[src/mem_msg_pkg.sv]
package mem_msg_pkg;

  // Word address
  typedef logic [19:0] addr_t;

  typedef logic [31:0] data_t;

  // Returned unchanged with the response
  typedef logic [3:0] tag_t;

  // Local device number
  typedef logic [1:0] dev_sel_t;

  typedef enum logic
  {
    OP_READ  = 1'b0,
    OP_WRITE = 1'b1
  } mem_op_e;

endpackage

[src/tile_map_pkg.sv]
package tile_map_pkg;

  // Device numbers as stored in the order FIFO
  localparam mem_msg_pkg::dev_sel_t DEV_MEM  = 2'd0;
  localparam mem_msg_pkg::dev_sel_t DEV_CFG  = 2'd1;
  localparam mem_msg_pkg::dev_sel_t DEV_LOOP = 2'd2;

  // Set means a memory address
  localparam int MEM_WINDOW_BIT = 19;

  // Device field sits between this bit and the memory window bit
  localparam int DEV_FIELD_LSB = 16;

  localparam logic [2:0] FIELD_MEM = 3'd1;
  localparam logic [2:0] FIELD_CFG = 3'd2;

  // Config register indexes in the low address bits
  localparam logic [3:0] CFG_REG_ID       = 4'd0;
  localparam logic [3:0] CFG_REG_SCRATCH0 = 4'd1;
  localparam logic [3:0] CFG_REG_SCRATCH1 = 4'd2;

  typedef logic [7:0] did_t;

endpackage

[src/mem_msg_if.sv]
`timescale 1ns/10ps

interface mem_msg_if;

  import mem_msg_pkg::*;

  logic    v;
  logic    ready;
  mem_op_e op;
  addr_t   addr;
  data_t   data;
  tag_t    tag;
  // Responses only
  logic    err;

  modport src
  (
    output v, op, addr, data, tag, err,
    input  ready
  );

  modport snk
  (
    input  v, op, addr, data, tag, err,
    output ready
  );

endinterface

[src/dev_xbar.sv]
`timescale 1ns/10ps

module dev_xbar
#(
  parameter int ORDER_DEPTH = 4
)
(
  input  logic                 clk_i,
  input  logic                 rst_n_i,

  input  logic                 req_v_i,
  input  mem_msg_pkg::mem_op_e req_op_i,
  input  mem_msg_pkg::addr_t   req_addr_i,
  input  mem_msg_pkg::data_t   req_data_i,
  input  mem_msg_pkg::tag_t    req_tag_i,
  output logic                 req_ready_o,

  output logic                 resp_v_o,
  output mem_msg_pkg::mem_op_e resp_op_o,
  output mem_msg_pkg::addr_t   resp_addr_o,
  output mem_msg_pkg::data_t   resp_data_o,
  output mem_msg_pkg::tag_t    resp_tag_o,
  output logic                 resp_err_o,
  input  logic                 resp_ready_i,

  mem_msg_if.src               mem_req_o,
  mem_msg_if.src               cfg_req_o,
  mem_msg_if.src               loop_req_o,
  mem_msg_if.snk               mem_rsp_i,
  mem_msg_if.snk               cfg_rsp_i,
  mem_msg_if.snk               loop_rsp_i
);

  import mem_msg_pkg::*;
  import tile_map_pkg::*;

  localparam int PTR_W = (ORDER_DEPTH > 1) ? $clog2(ORDER_DEPTH) : 1;
  localparam int CNT_W = $clog2(ORDER_DEPTH + 1);

  logic [2:0]       dev_field;
  logic             is_mem;
  logic             is_cfg;
  logic             is_loop;
  logic [2:0]       sel_oh;
  dev_sel_t         sel_dev;
  logic             sel_ready;
  logic             fifo_full;
  logic             fifo_empty;
  logic             push;
  logic             pop;
  dev_sel_t         order_q [ORDER_DEPTH];
  logic [PTR_W-1:0] wr_ptr_q;
  logic [PTR_W-1:0] rd_ptr_q;
  logic [CNT_W-1:0] count_q;
  dev_sel_t         head_dev;

  function automatic logic [PTR_W-1:0] next_ptr(input logic [PTR_W-1:0] ptr);
    if (ptr == PTR_W'(ORDER_DEPTH - 1))
      return '0;
    return ptr + 1'b1;
  endfunction

  // Device field only counts outside the memory window
  assign dev_field = req_addr_i[MEM_WINDOW_BIT-1:DEV_FIELD_LSB];
  assign is_mem    = req_addr_i[MEM_WINDOW_BIT] || (dev_field == FIELD_MEM);
  assign is_cfg    = !req_addr_i[MEM_WINDOW_BIT] && (dev_field == FIELD_CFG);
  assign is_loop   = !is_mem && !is_cfg;

  always_comb
  begin
    sel_oh          = '0;
    sel_oh[DEV_MEM] = is_mem;
    sel_oh[DEV_CFG] = is_cfg;
    sel_oh[DEV_LOOP] = is_loop;
    if (is_mem)
      sel_dev = DEV_MEM;
    else if (is_cfg)
      sel_dev = DEV_CFG;
    else
      sel_dev = DEV_LOOP;
  end

  always_comb
  begin
    case (sel_dev)
      DEV_MEM: sel_ready = mem_req_o.ready;
      DEV_CFG: sel_ready = cfg_req_o.ready;
      default: sel_ready = loop_req_o.ready;
    endcase
  end

  assign fifo_full   = (count_q == CNT_W'(ORDER_DEPTH));
  assign fifo_empty  = (count_q == '0);
  assign req_ready_o = sel_ready && !fifo_full;
  assign push        = req_v_i && req_ready_o;

  // Valid reaches only the selected device, and only with FIFO room
  assign mem_req_o.v  = req_v_i && !fifo_full && sel_oh[DEV_MEM];
  assign cfg_req_o.v  = req_v_i && !fifo_full && sel_oh[DEV_CFG];
  assign loop_req_o.v = req_v_i && !fifo_full && sel_oh[DEV_LOOP];

  assign mem_req_o.op    = req_op_i;
  assign mem_req_o.addr  = req_addr_i;
  assign mem_req_o.data  = req_data_i;
  assign mem_req_o.tag   = req_tag_i;
  assign mem_req_o.err   = 1'b0;
  assign cfg_req_o.op    = req_op_i;
  assign cfg_req_o.addr  = req_addr_i;
  assign cfg_req_o.data  = req_data_i;
  assign cfg_req_o.tag   = req_tag_i;
  assign cfg_req_o.err   = 1'b0;
  assign loop_req_o.op   = req_op_i;
  assign loop_req_o.addr = req_addr_i;
  assign loop_req_o.data = req_data_i;
  assign loop_req_o.tag  = req_tag_i;
  assign loop_req_o.err  = 1'b0;

  // Only the device at the FIFO head may answer
  assign head_dev = order_q[rd_ptr_q];

  always_comb
  begin
    case (head_dev)
      DEV_MEM:
      begin
        resp_v_o    = mem_rsp_i.v && !fifo_empty;
        resp_op_o   = mem_rsp_i.op;
        resp_addr_o = mem_rsp_i.addr;
        resp_data_o = mem_rsp_i.data;
        resp_tag_o  = mem_rsp_i.tag;
        resp_err_o  = mem_rsp_i.err;
      end
      DEV_CFG:
      begin
        resp_v_o    = cfg_rsp_i.v && !fifo_empty;
        resp_op_o   = cfg_rsp_i.op;
        resp_addr_o = cfg_rsp_i.addr;
        resp_data_o = cfg_rsp_i.data;
        resp_tag_o  = cfg_rsp_i.tag;
        resp_err_o  = cfg_rsp_i.err;
      end
      default:
      begin
        resp_v_o    = loop_rsp_i.v && !fifo_empty;
        resp_op_o   = loop_rsp_i.op;
        resp_addr_o = loop_rsp_i.addr;
        resp_data_o = loop_rsp_i.data;
        resp_tag_o  = loop_rsp_i.tag;
        resp_err_o  = loop_rsp_i.err;
      end
    endcase
  end

  assign mem_rsp_i.ready  = resp_ready_i && !fifo_empty && (head_dev == DEV_MEM);
  assign cfg_rsp_i.ready  = resp_ready_i && !fifo_empty && (head_dev == DEV_CFG);
  assign loop_rsp_i.ready = resp_ready_i && !fifo_empty && (head_dev == DEV_LOOP);
  assign pop              = resp_v_o && resp_ready_i;

  always_ff @(posedge clk_i)
  begin
    if (push)
      order_q[wr_ptr_q] <= sel_dev;
  end

  always_ff @(posedge clk_i or negedge rst_n_i)
  begin
    if (!rst_n_i)
    begin
      wr_ptr_q <= '0;
      rd_ptr_q <= '0;
      count_q  <= '0;
    end
    else
    begin
      if (push)
        wr_ptr_q <= next_ptr(wr_ptr_q);
      if (pop)
        rd_ptr_q <= next_ptr(rd_ptr_q);
      count_q <= count_q + CNT_W'(push) - CNT_W'(pop);
    end
  end

  // Each FIFO entry stands for one response held in a device
  a_fifo_occupancy: assert property (@(posedge clk_i) disable iff (!rst_n_i)
    count_q == CNT_W'(mem_rsp_i.v) + CNT_W'(cfg_rsp_i.v) + CNT_W'(loop_rsp_i.v));

  a_sel_onehot: assert property (@(posedge clk_i) disable iff (!rst_n_i)
    push |-> $onehot({mem_req_o.v && mem_req_o.ready, cfg_req_o.v && cfg_req_o.ready,
                      loop_req_o.v && loop_req_o.ready}));

endmodule

[src/flat_wrapper.sv]
// flat-port wrapper written by rule: the top's interface ports become plain ports
module dev_xbar_flat import mem_msg_pkg::*; import tile_map_pkg::*;
#(
  parameter int ORDER_DEPTH = 4
)
  (clk_i, rst_n_i, req_v_i, req_op_i, req_addr_i, req_data_i, req_tag_i, req_ready_o, resp_v_o, resp_op_o, resp_addr_o, resp_data_o, resp_tag_o, resp_err_o, resp_ready_i, mem_req_o_v, mem_req_o_op, mem_req_o_addr, mem_req_o_data, mem_req_o_tag, mem_req_o_err, mem_req_o_ready, cfg_req_o_v, cfg_req_o_op, cfg_req_o_addr, cfg_req_o_data, cfg_req_o_tag, cfg_req_o_err, cfg_req_o_ready, loop_req_o_v, loop_req_o_op, loop_req_o_addr, loop_req_o_data, loop_req_o_tag, loop_req_o_err, loop_req_o_ready, mem_rsp_i_v, mem_rsp_i_op, mem_rsp_i_addr, mem_rsp_i_data, mem_rsp_i_tag, mem_rsp_i_err, mem_rsp_i_ready, cfg_rsp_i_v, cfg_rsp_i_op, cfg_rsp_i_addr, cfg_rsp_i_data, cfg_rsp_i_tag, cfg_rsp_i_err, cfg_rsp_i_ready, loop_rsp_i_v, loop_rsp_i_op, loop_rsp_i_addr, loop_rsp_i_data, loop_rsp_i_tag, loop_rsp_i_err, loop_rsp_i_ready);
  mem_msg_if mem_req_o_i ();
  mem_msg_if cfg_req_o_i ();
  mem_msg_if loop_req_o_i ();
  mem_msg_if mem_rsp_i_i ();
  mem_msg_if cfg_rsp_i_i ();
  mem_msg_if loop_rsp_i_i ();
  input  logic clk_i;
  input  logic rst_n_i;
  input  logic req_v_i;
  input  mem_msg_pkg::mem_op_e req_op_i;
  input  mem_msg_pkg::addr_t req_addr_i;
  input  mem_msg_pkg::data_t req_data_i;
  input  mem_msg_pkg::tag_t req_tag_i;
  output logic req_ready_o;
  output logic resp_v_o;
  output mem_msg_pkg::mem_op_e resp_op_o;
  output mem_msg_pkg::addr_t resp_addr_o;
  output mem_msg_pkg::data_t resp_data_o;
  output mem_msg_pkg::tag_t resp_tag_o;
  output logic resp_err_o;
  input  logic resp_ready_i;
  output wire logic [$bits(mem_req_o_i.v)-1:0] mem_req_o_v;
  output wire logic [$bits(mem_req_o_i.op)-1:0] mem_req_o_op;
  output wire logic [$bits(mem_req_o_i.addr)-1:0] mem_req_o_addr;
  output wire logic [$bits(mem_req_o_i.data)-1:0] mem_req_o_data;
  output wire logic [$bits(mem_req_o_i.tag)-1:0] mem_req_o_tag;
  output wire logic [$bits(mem_req_o_i.err)-1:0] mem_req_o_err;
  input wire logic [$bits(mem_req_o_i.ready)-1:0] mem_req_o_ready;
  output wire logic [$bits(cfg_req_o_i.v)-1:0] cfg_req_o_v;
  output wire logic [$bits(cfg_req_o_i.op)-1:0] cfg_req_o_op;
  output wire logic [$bits(cfg_req_o_i.addr)-1:0] cfg_req_o_addr;
  output wire logic [$bits(cfg_req_o_i.data)-1:0] cfg_req_o_data;
  output wire logic [$bits(cfg_req_o_i.tag)-1:0] cfg_req_o_tag;
  output wire logic [$bits(cfg_req_o_i.err)-1:0] cfg_req_o_err;
  input wire logic [$bits(cfg_req_o_i.ready)-1:0] cfg_req_o_ready;
  output wire logic [$bits(loop_req_o_i.v)-1:0] loop_req_o_v;
  output wire logic [$bits(loop_req_o_i.op)-1:0] loop_req_o_op;
  output wire logic [$bits(loop_req_o_i.addr)-1:0] loop_req_o_addr;
  output wire logic [$bits(loop_req_o_i.data)-1:0] loop_req_o_data;
  output wire logic [$bits(loop_req_o_i.tag)-1:0] loop_req_o_tag;
  output wire logic [$bits(loop_req_o_i.err)-1:0] loop_req_o_err;
  input wire logic [$bits(loop_req_o_i.ready)-1:0] loop_req_o_ready;
  input wire logic [$bits(mem_rsp_i_i.v)-1:0] mem_rsp_i_v;
  input wire logic [$bits(mem_rsp_i_i.op)-1:0] mem_rsp_i_op;
  input wire logic [$bits(mem_rsp_i_i.addr)-1:0] mem_rsp_i_addr;
  input wire logic [$bits(mem_rsp_i_i.data)-1:0] mem_rsp_i_data;
  input wire logic [$bits(mem_rsp_i_i.tag)-1:0] mem_rsp_i_tag;
  input wire logic [$bits(mem_rsp_i_i.err)-1:0] mem_rsp_i_err;
  output wire logic [$bits(mem_rsp_i_i.ready)-1:0] mem_rsp_i_ready;
  input wire logic [$bits(cfg_rsp_i_i.v)-1:0] cfg_rsp_i_v;
  input wire logic [$bits(cfg_rsp_i_i.op)-1:0] cfg_rsp_i_op;
  input wire logic [$bits(cfg_rsp_i_i.addr)-1:0] cfg_rsp_i_addr;
  input wire logic [$bits(cfg_rsp_i_i.data)-1:0] cfg_rsp_i_data;
  input wire logic [$bits(cfg_rsp_i_i.tag)-1:0] cfg_rsp_i_tag;
  input wire logic [$bits(cfg_rsp_i_i.err)-1:0] cfg_rsp_i_err;
  output wire logic [$bits(cfg_rsp_i_i.ready)-1:0] cfg_rsp_i_ready;
  input wire logic [$bits(loop_rsp_i_i.v)-1:0] loop_rsp_i_v;
  input wire logic [$bits(loop_rsp_i_i.op)-1:0] loop_rsp_i_op;
  input wire logic [$bits(loop_rsp_i_i.addr)-1:0] loop_rsp_i_addr;
  input wire logic [$bits(loop_rsp_i_i.data)-1:0] loop_rsp_i_data;
  input wire logic [$bits(loop_rsp_i_i.tag)-1:0] loop_rsp_i_tag;
  input wire logic [$bits(loop_rsp_i_i.err)-1:0] loop_rsp_i_err;
  output wire logic [$bits(loop_rsp_i_i.ready)-1:0] loop_rsp_i_ready;
  assign mem_req_o_v = mem_req_o_i.v;
  assign mem_req_o_op = mem_req_o_i.op;
  assign mem_req_o_addr = mem_req_o_i.addr;
  assign mem_req_o_data = mem_req_o_i.data;
  assign mem_req_o_tag = mem_req_o_i.tag;
  assign mem_req_o_err = mem_req_o_i.err;
  assign mem_req_o_i.ready = mem_req_o_ready;
  assign cfg_req_o_v = cfg_req_o_i.v;
  assign cfg_req_o_op = cfg_req_o_i.op;
  assign cfg_req_o_addr = cfg_req_o_i.addr;
  assign cfg_req_o_data = cfg_req_o_i.data;
  assign cfg_req_o_tag = cfg_req_o_i.tag;
  assign cfg_req_o_err = cfg_req_o_i.err;
  assign cfg_req_o_i.ready = cfg_req_o_ready;
  assign loop_req_o_v = loop_req_o_i.v;
  assign loop_req_o_op = loop_req_o_i.op;
  assign loop_req_o_addr = loop_req_o_i.addr;
  assign loop_req_o_data = loop_req_o_i.data;
  assign loop_req_o_tag = loop_req_o_i.tag;
  assign loop_req_o_err = loop_req_o_i.err;
  assign loop_req_o_i.ready = loop_req_o_ready;
  assign mem_rsp_i_i.v = mem_rsp_i_v;
  assign mem_rsp_i_i.op = mem_rsp_i_op;
  assign mem_rsp_i_i.addr = mem_rsp_i_addr;
  assign mem_rsp_i_i.data = mem_rsp_i_data;
  assign mem_rsp_i_i.tag = mem_rsp_i_tag;
  assign mem_rsp_i_i.err = mem_rsp_i_err;
  assign mem_rsp_i_ready = mem_rsp_i_i.ready;
  assign cfg_rsp_i_i.v = cfg_rsp_i_v;
  assign cfg_rsp_i_i.op = cfg_rsp_i_op;
  assign cfg_rsp_i_i.addr = cfg_rsp_i_addr;
  assign cfg_rsp_i_i.data = cfg_rsp_i_data;
  assign cfg_rsp_i_i.tag = cfg_rsp_i_tag;
  assign cfg_rsp_i_i.err = cfg_rsp_i_err;
  assign cfg_rsp_i_ready = cfg_rsp_i_i.ready;
  assign loop_rsp_i_i.v = loop_rsp_i_v;
  assign loop_rsp_i_i.op = loop_rsp_i_op;
  assign loop_rsp_i_i.addr = loop_rsp_i_addr;
  assign loop_rsp_i_i.data = loop_rsp_i_data;
  assign loop_rsp_i_i.tag = loop_rsp_i_tag;
  assign loop_rsp_i_i.err = loop_rsp_i_err;
  assign loop_rsp_i_ready = loop_rsp_i_i.ready;
  dev_xbar #(.ORDER_DEPTH(ORDER_DEPTH)) u_core (.clk_i(clk_i), .rst_n_i(rst_n_i), .req_v_i(req_v_i), .req_op_i(req_op_i), .req_addr_i(req_addr_i), .req_data_i(req_data_i), .req_tag_i(req_tag_i), .req_ready_o(req_ready_o), .resp_v_o(resp_v_o), .resp_op_o(resp_op_o), .resp_addr_o(resp_addr_o), .resp_data_o(resp_data_o), .resp_tag_o(resp_tag_o), .resp_err_o(resp_err_o), .resp_ready_i(resp_ready_i), .mem_req_o(mem_req_o_i), .cfg_req_o(cfg_req_o_i), .loop_req_o(loop_req_o_i), .mem_rsp_i(mem_rsp_i_i), .cfg_rsp_i(cfg_rsp_i_i), .loop_rsp_i(loop_rsp_i_i));
endmodule
[config.mk]
export PLATFORM = sky130hd
export DESIGN_NAME = dev_xbar_flat
export DESIGN_NICKNAME = d
export VERILOG_FILES = /design/src/mem_msg_pkg.sv /design/src/tile_map_pkg.sv /design/src/mem_msg_if.sv /design/src/dev_xbar.sv /design/src/flat_wrapper.sv
export SDC_FILE = /design/constraint.sdc
export NUM_CORES = 1
export LEC_CHECK = 0
export BUFFER_PORTS_ARGS = -buffer_cell sky130_fd_sc_hd__buf_2
export CORE_AREA = 5 5 185 187
export CTS_BUF_LIST = sky130_fd_sc_hd__clkbuf_4 sky130_fd_sc_hd__clkbuf_8
export DETAILED_ROUTE_END_ITERATION = 12
export DIE_AREA = 0 0 190 192
export PLACE_DENSITY = 0.37
export SYNTH_ARGS = -nofsm -noshare
export SYNTH_HDL_FRONTEND = slang
export SYNTH_SLANG_ARGS = --single-unit
[constraint.sdc]
create_clock -name clk_i -period 4 [get_ports clk_i]
set_clock_uncertainty 0.15 [all_clocks]
set_input_delay 0.4 -clock clk_i [delete_from_list [all_inputs] [get_ports clk_i]]
set_output_delay 0.4 -clock clk_i [all_outputs]
set_load 0.01 [all_outputs]
==> results.tsv, run 1 <==
metric	value	unit
ant_nets	0	
antenna_found_initial	2	
netlist_instances	449	
muxShareOfSynthArea	21.0	%
start_kind	flop	
synthXorXnorAreaFrac	0.769	%
slew_headroom	55.8	%
first_global_vias	3057	
final_cell_count_no_fill	973	
drive_above_1_share	52.6	%
wl_per_cell	13.2	um
report.final.hold_viol_count	0	
area_growth	17.1	%
slew_viol_final	0	
powerDensity	559	nW/um2
cts_buffer_depth	2	
period_share	79.9	%
worstSetupPathType	flop to flop	
ys_types	33	
status	complete, no violations	
cp.required	4.02	ns
syn_area_per_cell	7.61	um2
cp_max_fo	6	
numPortBuffers	265	
initial_core_util	10.6	%
tightest_slew	0.662	ns
synth_area_leader_cell	buf_4	
synth_fa_ha_area_share	3.15	%
grt_pass1_wl	17.5	mm
route.detailed.drc	0	
first_pass_iters	4	
core_area	32300	um2
cts_buffers	3	
synthSimpleGateAreaFrac	9.93	%
root_buffer	clkbuf_8	
ys_seq_elements	15	
fp.dieW	190	um
grt_max_degree	72	
fin_crit	3.20	ns
htreeDepth	1	
die_y	192	um
cts.sinks	15	
netlist_area	3420	um2
synth.top_cell.area_share	38.5	%
drtIter0Drc	89	
synth_top_family_by_area	buffers and inverters	
critPathArrivalTime	3.21	ns
ios	481	
overflow	0	
rsz0062_at_grt	false	
worstSkewPairLatency	0.24	ns
total_leakage_power	2.06	nW
grtUsageTotal	6.07	%
synth-compound-area-share	10.8	%
clkTransAtPathRegs	0.06	ns
yosysSeqAreaShare	12.2	%
crit_path_end_kind	flop	
final_nets	780	
ys_warn_count	0	
cts_tree	yes	
peakVddDrop	0.000290	V
rows	66	
dieArea	36500	um2
hold_path_class	primary input to asynchronous set/reset pin	
dp_hpwl	10.8	mm
wl	12.8	mm
routed-via-count	3010	
synthTopCellsByArea	buf_4, mux2i_1, o21ai_0, edfxtp_1, nand2_1	
tns	0	ns
viasPerCell	3.09	
gp_congestion	0.670	
dp.cells	967	
max_freq	0.313	GHz
cap_violations	0	
setup_viol	0	
[synth_stat cells, drive strengths merged]
cell,instances
o211ai,1
and2,5
nor4,1
a21o,1
mux2i,60
ha,7
nand3b,1
a31oi,1
a211oi,1
nand4bb,1
mux2,6
nor3,4
nor2,9
mux4,2
a32oi,1
fa,1
nand2,61
edfxtp,8
a21oi,2
inv,10
xnor2,3
dfrtp,7
conb,1
o31ai,2
clkbuf,11
buf,183
o21ai,59
[final timing paths]
path	end	cells after the start	startpoint	slack, ns
max reg2reg	u_core.count_q[2]$_DFF_PN0_	11	u_core.rd_ptr_q[0]$_DFFE_PN0P_	0.80
max	u_core.count_q[2]$_DFF_PN0_	11	u_core.rd_ptr_q[0]$_DFFE_PN0P_	0.80
min	u_core.count_q[1]$_DFF_PN0_	2	rst_n_i	0.37
max in group asynchronous	u_core.wr_ptr_q[0]$_DFFE_PN0P_	2	rst_n_i	3.16
min in group clk_i	u_core.count_q[0]$_DFF_PN0_	1	u_core.count_q[0]$_DFF_PN0_	0.43
min reg2reg	u_core.count_q[0]$_DFF_PN0_	1	u_core.count_q[0]$_DFF_PN0_	0.43
[worst max-delay path: stages (launching register included)]
cell and delay, ns:
dfrtp_1 0.47, mux4_4 0.72, mux2_4 0.35, o21ai_4 0.16, inv_1 0.06, ha_1 0.28
inv_1 0.06, ha_1 0.13, inv_1 0.04, fa_1 0.37, xnor2_1 0.19, xnor2_1 0.14
[metal layers]
metal	track usage, %	routed length [um]	vias up
met3	3.53	1920	65
li1	-	-	1479
met4	2.42	559	2
met2	9.82	5700	227
met5	0	13	-
met1	6.53	4610	1237
[power breakdown]
part	total [mW]	switching [mW]	leakage, nW	internal [mW]
sequential	0.271	0.0588	0.156	0.212
clock	0.120	0.0509	0.0255	0.0688
combinational	1.85	1.07	1.88	0.779
total	2.24	1.18	2.06	1.06
[per-stage QoR]
stage	total power [mW]	utilization (%)	setup WS (ns)	hold slack, ns	cell area (um2)
2_1_floorplan	1.62	-	1.01	-0.0456	3420
3_3_place_gp	2.18	12.2	0.783	0.105	3940
3_5_place_dp	2.18	12.2	0.825	0.100	3940
4_1_cts	2.30	12.4	0.806	0.372	4000
5_1_grt	2.50	12.4	0.570	0.374	4000
6_report	2.24	12.4	0.804	0.372	4000
[registers in the layout, summed over array words and instances, names as in the netlist]
| name | cells |
|---|---|
| u_core.order_q | 8 |
| u_core.wr_ptr_q | 2 |
| u_core.count_q | 3 |
| u_core.rd_ptr_q | 2 |
[final cells by class]
type | count | area [um2]
Antenna cell | 1 | 2.50
Fill cell | 3756 | 28300
Inverter | 10 | 37.5
Clock inverter | 1 | 5.00
Clock buffer | 3 | 41.3
Sequential cell | 15 | 415
Tap cell | 442 | 553
Timing Repair Buffer | 269 | 1370
Multi-Input combinational cell | 232 | 1580
[layout by cell type (no fill, tap or decap), drive strengths merged, types with 2 or more instances in the layout]
master	n
a21oi	2
and2	5
buf	268
clkbuf	3
conb	3
dfrtp	7
edfxtp	8
ha	7
inv	10
mux2	6
mux2i	60
mux4	2
nand2	61
nor2	9
nor3	4
o21ai	59
o31ai	2
xnor2	3
[cells by family after synthesis]
group	Yosys count
AOI/OAI and AO/OA	68
xor gates and xnor gates	3
adders and majority gates	8
buffers and inverters	204
DFF	15
muxes	68
other	1
and+or+nand+nor	82
[timing repair]
item	CTS	global route
buffers inserted	0	0
resized for setup	0	0
hold buffers	1	0
hold endpoints to repair	7	0
Note: power is estimated with default switching activity, not from simulation.
==> run 2, diff against run 1 <==
--- a/config.mk
+++ b/config.mk
@@ -10,7 +10,7 @@
 export CTS_BUF_LIST = sky130_fd_sc_hd__clkbuf_4 sky130_fd_sc_hd__clkbuf_8
 export DETAILED_ROUTE_END_ITERATION = 12
 export DIE_AREA = 0 0 190 192
-export PLACE_DENSITY = 0.37
+export PLACE_DENSITY = 0.38
 export SYNTH_ARGS = -nofsm -noshare
 export SYNTH_HDL_FRONTEND = slang
 export SYNTH_SLANG_ARGS = --single-unit
==> constraint.sdc (replaced) <==
create_clock -name clk_i -period 2.8 [get_ports clk_i]
set_clock_uncertainty 0.15 [all_clocks]
set_input_delay 0.28 -clock clk_i [delete_from_list [all_inputs] [get_ports clk_i]]
set_output_delay 0.28 -clock clk_i [all_outputs]
set_load 0.01 [all_outputs]
==> results.tsv, run 2 (same netlist as run 1, synthesis figures left out) <==
metric	value	unit	change
status	complete, but fails checks		
violations	negative setup slack		
fin_crit	2.91	ns	-0.282 ns
antenna_found_initial	0		-2
cts_buffer_depth	2		unchanged
final_cell_count_no_fill	992		+2.0%
max_freq	0.343	GHz	+9.7%
peakVddDrop	0.000379	V	+30%
cts_buffers	3		unchanged
initial_core_util	10.6	%	unchanged
grt_pass1_wl	16.5	mm	-5.7%
wl_per_cell	12.5	um	-5.3%
powerDensity	834	nW/um2	+49%
routed-via-count	3046		+1.2%
top_register	u_core.order_q		
numPortBuffers	265		unchanged
root_buffer	clkbuf_8		
rsz0062_at_grt	true		
dp_hpwl	10.3	mm	-4.4%
diodes	0		-1
route.detailed.drc	0		unchanged
setup_viol	2		+2
viasPerCell	3.07		-0.74%
area_growth	24.2	%	
fp.dieW	190	um	unchanged
wl	12.4	mm	-3.5%
critPathArrivalTime	2.89	ns	-0.32 ns
final_util	13.1	%	+0.74 points
dp.cells	984		+1.8%
final_cell_mix	buf_2, nand2_1, mux2i_1, o21ai_0, buf_4		
cp.required	2.78	ns	-1.24 ns
worstSetupPathType	flop to flop		
grt_max_degree	65		-9.7%
start_kind	flop		
gp_congestion	0.694		+3.6%
die_y	192	um	unchanged
period_share	104	%	+24 points
worstSkewPairLatency	0.24	ns	about the same
reg.largest.list	u_core.order_q: 8 flops, u_core.count_q: 3 flops		
largest_register_ffs	8		unchanged
drtIter0Drc	62		-30%
cp_max_fo	2		-4
final_common_cell	buf_2		
dieArea	36500	um2	unchanged
grtUsageTotal	5.52	%	-0.55 points
rows	66		unchanged
report.final.hold_viol_count	0		unchanged
htreeDepth	1		unchanged
slew_viol_final	0		unchanged
total_leakage_power	2.18	nW	+5.7%
core_area	32300	um2	unchanged
ios	481		unchanged
cts_tree	yes		
timing.final.ws_setup	-0.114	ns	-0.918 ns
final_nets	800		+2.6%
power	3.54	mW	+58%
first_global_vias	3038		-0.62%
cap_violations	0		unchanged
drive_above_1_share	56.2	%	+3.5 points
hold_path_class	primary input to asynchronous set/reset pin		
overflow	0		unchanged
cts.sinks	15		unchanged
crit_path_end_kind	flop		
first_pass_iters	4		unchanged
ant_nets	0		unchanged
clkTransAtPathRegs	0.06	ns	about the same
## run 2: final cells by class
cell class	instances	area, um2
well taps	442	553
multi-input cells	232	1620
repair buffers	289	1570
clock inverters	1	5.00
fillers	3767	28000
inverters	10	37.5
flip-flops and latches	15	417
clock buffers	3	41.3
## run 2: metal layers
metal	vias up	wire length (um)	track usage, %	share of wire (%)
met3	33	1790	3.54	14
met1	1278	4780	6.45	39
met4	2	221	1.17	1.8
met5	-	46	0.962	0.37
met2	216	5520	8.45	45
li1	1517	-	-	-
## run 2: where the power goes
group / internal [mW] / leakage [nW] / switching (mW) / total, mW
clock network: 0.0984 / 0.0255 / 0.0769 / 0.175
logic: 1.38 / 2.00 / 1.60 / 2.98
registers: 0.305 / 0.155 / 0.0727 / 0.377
total: 1.79 / 2.18 / 1.75 / 3.54
## run 2: path summary, 6_finish.rpt
path | depth (start not counted) | start | endpoint | slack (ns)
max in group asynchronous | 2 | rst_n_i | u_core.rd_ptr_q[0]$_DFFE_PN0P_ | 2.06
worst max-delay path | 11 | u_core.order_q[0][0]$_DFFE_PP_ | u_core.count_q[2]$_DFF_PN0_ | -0.11
worst min register to register | 1 | u_core.wr_ptr_q[1]$_DFFE_PN0P_ | u_core.wr_ptr_q[1]$_DFFE_PN0P_ | 0.43
worst min-delay path | 2 | rst_n_i | u_core.count_q[1]$_DFF_PN0_ | 0.25
min in group clk_i | 2 | req_addr_i[19] | u_core.order_q[2][1]$_DFFE_PP_ | 0.37
worst max register to register | 11 | u_core.order_q[0][0]$_DFFE_PP_ | u_core.count_q[2]$_DFF_PN0_ | -0.11
## run 2: critical path, stage by stage (launching register included)
cell and delay, ns:
edfxtp_1 0.39, mux4_4 0.65, mux2_4 0.35, o21ai_4 0.16
inv_2 0.06, ha_4 0.23, inv_2 0.06, ha_4 0.11
inv_2 0.03, fa_2 0.34, xnor2_2 0.15, xnor2_1 0.12
## run 2: metrics by stage
| step | setup TNS [ns] | hold WS, ns | setup slack (ns) | cell area (um2) |
|---|---|---|---|---|
| floorplan | -0.190 | -0.166 | -0.128 | 3430 |
| global placement | -0.290 | -0.0163 | -0.184 | 4060 |
| detailed placement | -0.283 | -0.0137 | -0.184 | 4060 |
| CTS | -0.250 | 0.253 | -0.173 | 4160 |
| global route | -0.369 | 0.275 | -0.230 | 4240 |
| finish | -0.134 | 0.254 | -0.114 | 4240 |
## run 2: what timing repair did
action | CTS | global route
cloned | 0 | 1
resized for setup | 7 | 17
setup endpoints to repair | 13 | 10
buffers inserted | 2 | 0
endpoints found under the hold margin | 7 | 0
hold buffers | 1 | 0
pin swaps | 5 | 4
==> run 3, diff against run 2 <==
--- a/config.mk
+++ b/config.mk
@@ -14,3 +14,4 @@
 export SYNTH_ARGS = -nofsm -noshare
 export SYNTH_HDL_FRONTEND = slang
 export SYNTH_SLANG_ARGS = --single-unit
+export TNS_END_PERCENT = 20
==> results.tsv, run 3 (same netlist as run 1, synthesis figures left out) <==
metric	value	unit	change
tns	-0.125	ns	+0.00878 ns
largest_register_ffs	8		unchanged
final_cell_mix	buf_2, nand2_1, mux2i_1, o21ai_0, buf_4		
final_common_cell	buf_2		
route.detailed.drc	0		unchanged
status	complete, but fails checks		
grt_max_degree	65		unchanged
total_leakage_power	2.16	nW	-0.84%
dp_slack	-0.184	ns	unchanged
drtIter0Drc	74		+19%
power	3.43	mW	-2.9%
max_freq	0.344	GHz	+0.12%
die_y	192	um	unchanged
ant_nets	0		unchanged
violations	negative setup slack		
pwr-share-clk	5.1	%	about the same
dp_hpwl	10.3	mm	unchanged
clkTransAtPathRegs	0.06	ns	about the same
drive_above_1_share	56.1	%	-0.080 points
swShare	49.7	%	+0.27 points
wl	12.0	mm	-3.1%
rows	66		unchanged
cts_buffers	3		unchanged
fp.dieW	190	um	unchanged
core_area	32300	um2	unchanged
reg.largest.list	u_core.order_q: 8 flops, u_core.count_q: 3 flops		
final_util	13.0	%	-0.12 points
powerDensity	817	nW/um2	-2.0%
report.final.hold_viol_count	0		unchanged
grt_pass1_wl	16.5	mm	unchanged
dieArea	36500	um2	unchanged
first_pass_iters	4		unchanged
crit_start	u_core.order_q[0][0]$_DFFE_PP_		
fillers	3772		+0.13%
routed-via-count	3015		-1.0%
worstSkewPairLatency	0.25	ns	about the same
rr_startpoint	u_core.order_q[0][0]$_DFFE_PP_		
gp_congestion	0.694		unchanged
ios	481		unchanged
wl_per_cell	12.1	um	-3.0%
worst_path_largest_cell_delay	0.64	ns	about the same
cts.sinks	15		unchanged
overflow	0		unchanged
p_int	1.73	mW	-3.4%
slew_viol_final	0		unchanged
root_buffer	clkbuf_8		
diodes	0		unchanged
p_comb_share	83.9	%	-0.5 points
initial_core_util	10.6	%	unchanged
cp_max_fo	2		unchanged
final_nets	799		-0.13%
first_global_vias	3038		unchanged
htreeDepth	1		unchanged
peakVddDrop	0.000403	V	+6.4%
cts_buffer_depth	2		unchanged
hold_path_class	primary input to asynchronous set/reset pin		
cts_tree	yes		
antenna_found_initial	0		unchanged
top_register	u_core.order_q		
cap_violations	0		unchanged
worstSetupPathType	flop to flop		
grtUsageTotal	5.52	%	unchanged
area_growth	23.0	%	
p_seq_share	11.0	%	+0.3 points
numPortBuffers	265		unchanged
ff2ff_setup_slack	-0.11	ns	about the same
slowest_stage	mux4_4		
setup_viol	2		unchanged
critPathArrivalTime	2.89	ns	about the same
timing.final.ws_setup	-0.110	ns	+0.00338 ns
cp.required	2.78	ns	about the same
start_kind	flop		
critPathTopFamily	multiplexers		
cpMostUsedCell	inv_2		
p_switching	1.71	mW	-2.3%
viasPerCell	3.04		-0.92%
worstPathCellList	mux4_4 > mux2_4 > o21ai_4 > inv_2 > ha_4 > inv_2 > ha_4 > inv_2 > fa_2 > xnor2_2 > xnor2_1		
rsz0062_at_grt	true		
crit_buf_inv	3		unchanged
crit_path_end_kind	flop		
fin_crit	2.91	ns	-0.00338 ns
period_share	104	%	-0.12 points
-- run 3: changes by cell type in the layout (fill, tap and decap cells not counted) --
cell       change
buf_6          +2
o21ai_0        -2
clkbuf_16      -1
o21ai_1        +2
buf_8          -2
buf_12         +1
buf_16         -1
-- run 3: per-stage QoR --
stage	hold WS [ns]	cell area [um2]	instances
3_3_place_gp	-0.0163	4060	984
4_1_cts	0.253	4160	991
5_1_grt	0.275	4200	991
6_report	0.256	4200	991
3_5_place_dp	-0.0137	4060	984
2_1_floorplan	-0.166	3430	451
-- run 3: worst paths after layout --
path	endpoint	depth (start not counted)
worst max register to register	u_core.count_q[2]$_DFF_PN0_	11
worst max-delay path	u_core.count_q[2]$_DFF_PN0_	11
worst min register to register	u_core.wr_ptr_q[1]$_DFFE_PN0P_	1
worst min-delay path	u_core.count_q[1]$_DFF_PN0_	2
max in group asynchronous	u_core.rd_ptr_q[0]$_DFFE_PN0P_	2
min in group clk_i	u_core.order_q[2][1]$_DFFE_PP_	2
-- run 3: final cells by class --
type	instances	area (um2)	share of cell area, %
sequential	15	417	9.92
inverter	10	37.5	0.893
tap	442	553	13.2
clock inverter	1	5.00	0.119
timing repair buffer	288	1530	36.4
multi-input combinational	232	1620	38.5
clock buffer	3	41.3	0.983
-- run 3: routing by layer --
| layer | global-route usage (%) | part of all wire [%] | routed length (um) |
|---|---|---|---|
| met1 | 6.45 | 38 | 4590 |
| met2 | 8.45 | 45 | 5380 |
| met3 | 3.54 | 14 | 1730 |
| met4 | 1.17 | 1.9 | 224 |
| met5 | 0.962 | 0.38 | 46 |
-- run 3: repair_timing --
action,4_1_cts,5_1_grt
endpoints found under the setup margin,13,11
buffers inserted,2,0
endpoints found under the hold margin,7,0
gates resized for setup,6,16
pin swaps,5,4
hold buffers,1,0
-- run 3: power groups by stage --
stage	clock network (mW)	registers (mW)	logic [mW]
after global placement	0	0.377	2.80
after global routing	0.191	0.392	3.21
after floorplan	0	0.375	1.96
after detailed placement	0	0.376	2.81
final	0.176	0.378	2.88
after CTS	0.184	0.376	2.88
-- run 3: worst register-to-register path, stage by stage (launching register included) --
cell      delay [ns]
edfxtp_1        0.39
mux4_4          0.64
mux2_4          0.35
o21ai_4         0.16
inv_2           0.06
ha_4            0.23
inv_2           0.06
ha_4            0.12
inv_2           0.03
fa_2            0.34
xnor2_2         0.15
xnor2_1         0.12
